`src/board_params.svh`:
```
`ifndef BOARD_PARAMS_SVH
`define BOARD_PARAMS_SVH

// --------------------------------------------------
// Board constants

`define CLK_MHZ       50   // System clock rate
`define W_DIGIT       6    // Seven-segment displays on the board
`define W_SW          2    // User switches
`define W_LED         4    // Level bar LEDs

// --------------------------------------------------
// Microphone and display timing

// Serial clock period is twice this many clk cycles
`define MIC_SCK_HALF  2
`define SCAN_DIV      4    // clk cycles per selected digit

`endif
```
`src/board_pkg.sv`:
```
`include "board_params.svh"

package board_pkg;

    // --------------------------------------------------
    // Data paths

    typedef logic signed [23:0]       mic_sample_t;  // Two's complement mic word
    typedef logic        [7:0]        seg_t;         // abcdefgh, active high
    typedef logic        [`W_DIGIT-1:0] digit_sel_t; // One-hot digit select
    typedef logic        [6:0]        hex_seg_t;     // gfedcba, active low

    // --------------------------------------------------
    // Modes and states

    typedef enum logic
    {
        mode_sample = 1'b0,  // Raw sample bits
        mode_peak   = 1'b1   // Held peak magnitude
    } display_mode_e;

    typedef enum logic [1:0]
    {
        rx_wait_ws = 2'd0,  // Wait for start of left slot
        rx_skip    = 2'd1,  // One-bit I2S delay
        rx_shift   = 2'd2,  // 24 data bits, MSB first
        rx_done    = 2'd3   // Sample ready
    } mic_state_e;

endpackage

```
`src/board_top.sv`:
```
`timescale 1ns/1ps

`include "board_params.svh"

module board_top
    import board_pkg::*;
(
    input  logic                clk,
    input  logic                rst,
    input  logic [`W_SW-1:0]    sw,
    input  logic                mic_sd,
    output logic                mic_sck,
    output logic                mic_ws,
    output logic                mic_lr,
    output hex_seg_t            hex0,
    output hex_seg_t            hex1,
    output hex_seg_t            hex2,
    output hex_seg_t            hex3,
    output hex_seg_t            hex4,
    output hex_seg_t            hex5,
    output logic [`W_DIGIT-1:0] dp_led,
    output logic [`W_LED-1:0]   level_led
);

    mic_sample_t sample;
    logic        sample_valid;
    logic [23:0] show_value;
    logic        peak_shown;
    seg_t        abcdefgh;
    digit_sel_t  digit;

    assign mic_lr = 1'b0;                   // Left channel slot

    // --------------------------------------------------

    inmp441_mic_receiver i_mic (.clk(clk), .rst(rst), .sd(mic_sd), .sck(mic_sck),
        .ws(mic_ws), .sample(sample), .sample_valid(sample_valid));

    level_meter i_meter (.clk(clk), .rst(rst), .sample(sample),
        .sample_valid(sample_valid), .clear_peak(sw[0]), .mode(display_mode_e'(sw[1])),
        .show_value(show_value), .peak_shown(peak_shown), .level_led(level_led));

    seven_seg_scanner i_scanner (.clk(clk), .rst(rst), .show_value(show_value),
        .peak_shown(peak_shown), .abcdefgh(abcdefgh), .digit(digit));

    static_seg_latch i_latch (.clk(clk), .rst(rst), .abcdefgh(abcdefgh), .digit(digit),
        .hex0(hex0), .hex1(hex1), .hex2(hex2), .hex3(hex3), .hex4(hex4), .hex5(hex5),
        .dp(dp_led));

endmodule

```
`src/static_seg_latch.sv`:
```
`timescale 1ns/1ps

`include "board_params.svh"

module static_seg_latch
    import board_pkg::*;
(
    input  logic                clk,
    input  logic                rst,
    input  seg_t                abcdefgh,
    input  digit_sel_t          digit,
    output hex_seg_t            hex0,
    output hex_seg_t            hex1,
    output hex_seg_t            hex2,
    output hex_seg_t            hex3,
    output hex_seg_t            hex4,
    output hex_seg_t            hex5,
    output logic [`W_DIGIT-1:0] dp
);

    seg_t     hgfedcba;                     // Bit 0 is segment a
    hex_seg_t hex_r [`W_DIGIT];

    always_comb
        for (int i = 0; i < $bits(seg_t); i++)
            hgfedcba[i] = abcdefgh[$bits(seg_t) - 1 - i];

    // --------------------------------------------------
    // Sticky per-digit registers

    for (genvar n = 0; n < `W_DIGIT; n++)
    begin : g_digit
        always_ff @(posedge clk or posedge rst)
            if (rst)
            begin
                hex_r[n] <= '1;             // Blank
                dp[n]    <= 1'b0;
            end
            else if (digit[n])
            begin
                hex_r[n] <= ~hgfedcba[6:0]; // Active-low segments
                dp[n]    <=  hgfedcba[7];
            end
    end

    assign {hex5, hex4, hex3, hex2, hex1, hex0} =
        {hex_r[5], hex_r[4], hex_r[3], hex_r[2], hex_r[1], hex_r[0]};

    a_digit_onehot0: assert property (@(posedge clk) disable iff (rst)
        $onehot0(digit));

endmodule

```
`src/seven_seg_scanner.sv`:
```
`timescale 1ns/1ps

`include "board_params.svh"

module seven_seg_scanner
    import board_pkg::*;
(
    input  logic        clk,
    input  logic        rst,
    input  logic [23:0] show_value,
    input  logic        peak_shown,
    output seg_t        abcdefgh,
    output digit_sel_t  digit
);

    localparam int div_w = $clog2(`SCAN_DIV);

    logic [div_w-1:0] div_cnt;
    digit_sel_t       scan;
    logic [3:0]       nibble;
    seg_t             glyph;

    // --------------------------------------------------
    // Digit rotation

    always_ff @(posedge clk or posedge rst)
        if (rst)
        begin
            div_cnt <= '0;
            scan    <= digit_sel_t'(1);     // Start on digit 0
        end
        else if (div_cnt == div_w'(`SCAN_DIV - 1))
        begin
            div_cnt <= '0;
            scan    <= {scan[`W_DIGIT-2:0], scan[`W_DIGIT-1]};
        end
        else
            div_cnt <= div_cnt + 1'b1;

    always_comb
    begin
        nibble = '0;
        for (int i = 0; i < `W_DIGIT; i++)
            if (scan[i])
                nibble = show_value[i*4 +: 4];
    end

    // --------------------------------------------------
    // Hex glyphs, abcdefgh

    always_comb
        case (nibble)
            4'h0: glyph = 8'hfc;    4'h1: glyph = 8'h60;
            4'h2: glyph = 8'hda;    4'h3: glyph = 8'hf2;
            4'h4: glyph = 8'h66;    4'h5: glyph = 8'hb6;
            4'h6: glyph = 8'hbe;    4'h7: glyph = 8'he0;
            4'h8: glyph = 8'hfe;    4'h9: glyph = 8'hf6;
            4'ha: glyph = 8'hee;    4'hb: glyph = 8'h3e;
            4'hc: glyph = 8'h9c;    4'hd: glyph = 8'h7a;
            4'he: glyph = 8'h9e;    default: glyph = 8'h8e;
        endcase

    assign abcdefgh = glyph | seg_t'(scan[`W_DIGIT-1] & peak_shown);  // Peak marker on top digit
    assign digit    = scan;

    a_digit_onehot: assert property (@(posedge clk) disable iff (rst)
        $onehot(digit));

endmodule

```
`src/level_meter.sv`:
```
`timescale 1ns/1ps

`include "board_params.svh"

module level_meter
    import board_pkg::*;
(
    input  logic                clk,
    input  logic                rst,
    input  mic_sample_t         sample,
    input  logic                sample_valid,
    input  logic                clear_peak,
    input  display_mode_e       mode,
    output logic [23:0]         show_value,
    output logic                peak_shown,
    output logic [`W_LED-1:0]   level_led
);

    logic [23:0] magnitude;
    logic [23:0] peak;
    logic [23:0] peak_next;

    // --------------------------------------------------
    // Magnitude and peak

    always_comb
    begin
        if (!sample[23])
            magnitude = sample;
        else if (sample == {1'b1, 23'd0})
            magnitude = 24'h7f_ffff;        // Saturate most negative sample
        else
            magnitude = -sample;
    end

    always_comb
    begin
        peak_next = peak;
        if (clear_peak)
            peak_next = '0;
        else if (sample_valid && magnitude > peak)
            peak_next = magnitude;
    end

    always_ff @(posedge clk or posedge rst)
        if (rst)
            peak <= '0;
        else
            peak <= peak_next;

    // --------------------------------------------------
    // Display value and LEDs

    always_ff @(posedge clk or posedge rst)
        if (rst)
        begin
            show_value <= '0;
            peak_shown <= 1'b0;
            level_led  <= '0;
        end
        else
        begin
            show_value <= (mode == mode_peak) ? peak_next : sample;
            peak_shown <= (mode == mode_peak);
            if (sample_valid)
                level_led <= magnitude[22 -: `W_LED];   // Coarse level bar
        end

    a_peak_hold: assert property (@(posedge clk) disable iff (rst)
        !clear_peak |=> peak >= $past(peak));

endmodule

```
`src/inmp441_mic_receiver.sv`:
```
`timescale 1ns/1ps

`include "board_params.svh"

module inmp441_mic_receiver
    import board_pkg::*;
(
    input  logic        clk,
    input  logic        rst,
    input  logic        sd,
    output logic        sck,
    output logic        ws,
    output mic_sample_t sample,
    output logic        sample_valid
);

    localparam int div_w = $clog2(`MIC_SCK_HALF);

    logic [div_w-1:0] div_cnt;
    logic             sck_tick;
    logic             sck_rise;
    logic             sck_fall;
    logic [5:0]       slot_cnt;       // Serial clock slot within the frame
    logic [5:0]       slot_next;
    logic [4:0]       bit_cnt;        // Data bits captured so far
    logic [22:0]      shreg;          // Bits ahead of the LSB
    mic_state_e       state;

    // --------------------------------------------------
    // Serial clock and word select

    assign sck_tick  = (div_cnt == div_w'(`MIC_SCK_HALF - 1));
    assign sck_rise  = sck_tick & ~sck;
    assign sck_fall  = sck_tick &  sck;
    assign slot_next = slot_cnt + 6'd1;

    always_ff @(posedge clk or posedge rst)
        if (rst)
        begin
            div_cnt <= '0;
            sck     <= 1'b0;
        end
        else if (sck_tick)
        begin
            div_cnt <= '0;
            sck     <= ~sck;
        end
        else
            div_cnt <= div_cnt + 1'b1;

    always_ff @(posedge clk or posedge rst)
        if (rst)
        begin
            slot_cnt <= '1;                 // First fall opens a frame
            ws       <= 1'b1;
        end
        else if (sck_fall)
        begin
            slot_cnt <= slot_next;
            ws       <= slot_next[5];       // Low for slots 0 to 31
        end

    // --------------------------------------------------
    // Bit capture

    always_ff @(posedge clk or posedge rst)
        if (rst)
        begin
            state   <= rx_wait_ws;
            bit_cnt <= '0;
        end
        else
            case (state)
                rx_wait_ws: if (sck_fall && slot_next == 6'd0) state <= rx_skip;
                rx_skip:
                    if (sck_rise)
                    begin
                        state   <= rx_shift;
                        bit_cnt <= '0;
                    end
                rx_shift:
                    if (sck_rise)
                    begin
                        bit_cnt <= bit_cnt + 5'd1;
                        if (bit_cnt == 5'd23)
                            state <= rx_done;
                    end
                default:    state <= rx_wait_ws;
            endcase

    always_ff @(posedge clk)
        if (state == rx_shift && sck_rise)
            shreg <= {shreg[21:0], sd};

    always_ff @(posedge clk or posedge rst)
        if (rst)
            sample <= '0;
        else if (state == rx_shift && sck_rise && bit_cnt == 5'd23)
            sample <= {shreg, sd};          // Held until the next frame

    assign sample_valid = (state == rx_done);

    a_valid_single: assert property (@(posedge clk) disable iff (rst)
        sample_valid |=> !sample_valid);

endmodule

```
`config.mk`:
```
export PLATFORM = sky130hd
export DESIGN_NAME = board_top
export DESIGN_NICKNAME = d
export VERILOG_FILES = /design/src/board_pkg.sv /design/src/board_top.sv /design/src/static_seg_latch.sv /design/src/seven_seg_scanner.sv /design/src/level_meter.sv /design/src/inmp441_mic_receiver.sv
export VERILOG_INCLUDE_DIRS = /design/src /design/src/src
export SDC_FILE = /design/constraint.sdc
export NUM_CORES = 1
export LEC_CHECK = 0
export ABC_AREA = 1
export BUFFER_PORTS_ARGS = -buffer_cell sky130_fd_sc_hd__buf_2
export CAP_MARGIN = 20
export CORE_MARGIN = 1.5
export CORE_UTILIZATION = 57
export CTS_BUF_LIST = sky130_fd_sc_hd__clkbuf_4 sky130_fd_sc_hd__clkbuf_8
export CTS_CLUSTER_DIAMETER = 200
export DETAILED_ROUTE_END_ITERATION = 12
export PLACE_DENSITY = 0.91
export RECOVER_POWER = 50
export SLEW_MARGIN = 20
export SYNTH_ARGS = -nofsm -noshare
export SYNTH_HDL_FRONTEND = slang
export SYNTH_SLANG_ARGS = --single-unit
export TNS_END_PERCENT = 50
```
`constraint.sdc`:
```
create_clock -name clk -period 4.4 [get_ports clk]
set_input_delay 0.44 -clock clk [delete_from_list [all_inputs] [get_ports clk]]
set_output_delay 0.44 -clock clk [all_outputs]
set_load 0.02 [all_outputs]
```
==> results.toml <==
[detailed_routing]
vias = 7390
dr.pass1.iters = 6
drt-total-wl_microns = 20000
avgViaCountPerCell = 5.43
drc = 0
wl_per_cell_microns = 14.7
postRouteAntennaNets = 0
drtIter0Drc = 644

[synth]
synthCells = 1095
synth_seq_cells = 171
yosysSeqAreaShare_pct = 49.5
synth_area_per_cell_sq_um = 8.23
syn_nets = 1138
syn_area_sq_um = 9010
yosysWarnings = 0
synth_cell_type_count = 47

[floorplan]
io_pins = 60
die_w_microns = 129
fp.coreArea_sq_um = 15300
initial_core_util_pct = 58.8
row_count = 45
dieArea_sq_um = 16600
die_height_microns = 129

[sta]
maxSlewViolCount = 125
finalHoldViolCount = 0
worst_hold_slack_ns = 0.153
rsz0062_at_grt = "false"
fin_skew_ns = 0.0104
worstMarginPinSlew_ns = 2.48
setup_viol = 0
finalSetupTns_ns = 0
fmax_mhz = 249
fin_crit_sh_pct = 91.1
slew_headroom_pct = -65.1
post-route-min-period_ns = 4.01

[worst_setup_path]
critPathTopFamily = "simple AND/OR/NAND/NOR gates"
arrival_ns = 4.42
worst_setup_path_end_kind = "flop"
crit_required_ns = 4.81
crit_path_max_fanout = 25
path_common_cell = "inv_1"
max_stage_delay_ns = 0.41
cp_slowest_cell = "dfrtp_1"
path_class = "reg2reg"
crit_buf_inv = 4
cp_cell_sequence = "inv_1 > ha_1 > inv_1 > nor2_1 > nand3_1 > nor2_1 > nand4_1 > o41ai_1 > inv_1 > ha_1 > a21oi_1 > o21ai_0 > a21oi_1 > nand3_4 > nand2_4 > inv_4 > nand2_1 > nand3_1 > nand2_1"
startpoint_type = "flop"

[layout]
nets = 1181
nFillCells = 1296
layout_common_cells = "344 x nand2_1, 116 x inv_1, 105 x nor2_1"
final_layout_size_suffix_gt1_share_pct = 16.2
final_common_cell = "nand2_1"
fin_area_sq_um = 9700
area_growth_pct = 7.71
n_antenna_cell = 0

[place]
numPortBuffers = 58
place_congestion = 0.955
dp_hpwl_microns = 14400
place_area_sq_um = 9360

[global_route]
grt_remaining_overflow = 0
grt_max_degree = 125
antenna_found_initial = 0
grt_pass1_wl_microns = 32900
grt_pass1_vias = 6786
grt_use_total_pct = 25.4

[flow_run]
drv_cap = 1

[clocking]
cts_max_level = 4
clkTransAtPathRegs_ns = 0.09
clkSinkCount = 171
post_cts_buffers = 0
hold_buffers = 0
root_buffer = "clkbuf_8"
ctsResizeCount = 0
clock_latency_ns = 0.48
cts_tree = "built"
cts_buffers = 17
clockBufferDepth = 2

[outcome]
violations = "capacitance limit, slew limit"
outcome = "finished, violations left"

[pwr]
power.density_nw_per_um2 = 279
ir_worst_vdd_mv = 0.211
p_leak_nw = 5.16

[hold_path]
hold_class = "in2reg"
logic make-up (layout without fill, tap and decap cells):
family / Yosys count / after routing / synth area share (%)
DFF: 171 / 171 / 49.5
buffers and inverters: 161 / 217 / 7.81
muxes: 3 / 3 / 0.361
xor gates and xnor gates: 11 / 11 / 1.07
other: 1 / 1 / 0.0416
adders and majority gates: 38 / 38 / 5.28
and+or+nand+nor: 609 / 609 / 29.5
AOI/OAI and AO/OA: 101 / 101 / 6.51
Yosys cell counts, drive strengths merged:
master | instances | area, sq um
nand2 | 369 | 1450
inv | 120 | 453
nor2 | 116 | 475
dfrtp | 99 | 2480
nand3 | 70 | 390
dfstp | 49 | 1290
a21oi | 45 | 233
o21ai | 40 | 219
ha | 38 | 475
nand4 | 37 | 231
buf | 24 | 186
edfxtp | 23 | 691
clkbuf | 13 | 48.8
xor2 | 10 | 87.6
a31oi | 6 | 37.5
nor3 | 5 | 25.0
or2 | 5 | 31.3
clkinv | 4 | 15.0
nand3b | 4 | 30.0
and2 | 3 | 18.8
o211ai | 3 | 32.5
a21o | 2 | 15.0
mux2 | 2 | 22.5
a21boi | 1 | 18.8
conb | 1 | 3.75
mux2i | 1 | 10.0
o22ai | 1 | 6.26
o31ai | 1 | 7.51
o32ai | 1 | 8.76
o41ai | 1 | 8.76
xnor2 | 1 | 8.76
worst register-to-register path, cell delays in order (launching register included):
cell and delay [ns]:
dfrtp_1 0.41, inv_1 0.19, ha_1 0.35, inv_1 0.11
nor2_1 0.10, nand3_1 0.08, nor2_1 0.25, nand4_1 0.15
o41ai_1 0.28, inv_1 0.09, ha_1 0.31, a21oi_1 0.15
o21ai_0 0.12, a21oi_1 0.36, nand3_4 0.18, nand2_4 0.30
inv_4 0.19, nand2_1 0.13, nand3_1 0.08, nand2_1 0.12
final cells by class:
class                           count  area [sq um]  area share [%]
Inverter                          124           472            4.86
Multi-Input combinational cell    763          3850            39.7
Clock buffer                       21           283            2.91
Tap cell                          211           264            2.72
Clock inverter                     11          80.1           0.825
Sequential cell                   171          4460            45.9
Timing Repair Buffer               61           297            3.06
path summary, 6_finish.rpt:
path / startpoint / to / slack (ns) / cells past startpoint
max: i_mic.sample[0] / i_meter.show_value[19] / 0.39 / 19
min: mic_sd / i_mic.shreg[0] / 0.15 / 1
max reg2reg: i_mic.sample[0] / i_meter.show_value[19] / 0.39 / 19
min reg2reg: i_scanner.div_cnt[0] / i_scanner.div_cnt[0] / 0.44 / 1
max in group asynchronous: rst / i_mic.sample[21] / 1.59 / 3
min in group asynchronous: rst / i_meter.peak[2] / 0.75 / 2
metal layers:
metal	GRT usage (%)	share of wire, %
met2	42.2	48
met3	4.49	6.1
met1	33.8	44
met5	0	0
met4	8.72	2.0
where the power goes:
part	leakage (nW)	internal (mW)	switching [mW]
registers	2.08	1.60	0.000703
clock network	0.196	0.449	0.595
logic	2.88	0.00995	0.0560
per-stage QoR:
step | std cells | util [%] | power (mW) | setup WS, ns
3_3_place_gp | 1330 | 61.1 | 1.70 | 0.697
5_1_grt | 1362 | 63.4 | 2.80 | 0.122
4_1_cts | 1362 | 63.5 | 2.72 | 0.496
2_1_floorplan | 1095 | - | 1.68 | 0.0614
3_5_place_dp | 1330 | 61.1 | 1.70 | 0.540
6_report | 1362 | 63.4 | 2.71 | 0.390
state kept, by name, summed over array words and instances (netlist names):
| signal | count |
|---|---|
| i_meter.peak | 24 |
| i_meter.show_value | 24 |
| i_mic.sample | 24 |
| i_mic.shreg | 23 |
| i_latch.hex0 | 7 |
| i_latch.hex1 | 7 |
| i_latch.hex2 | 7 |
| i_latch.hex3 | 7 |
| i_latch.hex4 | 7 |
| i_latch.hex5 | 7 |
| i_latch.dp | 6 |
| i_mic.slot_cnt | 6 |
| i_scanner.digit | 6 |
| i_mic.bit_cnt | 5 |
| i_meter.level_led | 4 |
| i_mic.state | 2 |
| i_scanner.div_cnt | 2 |
| i_meter.peak_shown | 1 |
| i_mic.div_cnt | 1 |
| i_mic.sck | 1 |
Note: power is estimated with default switching activity, not from simulation.
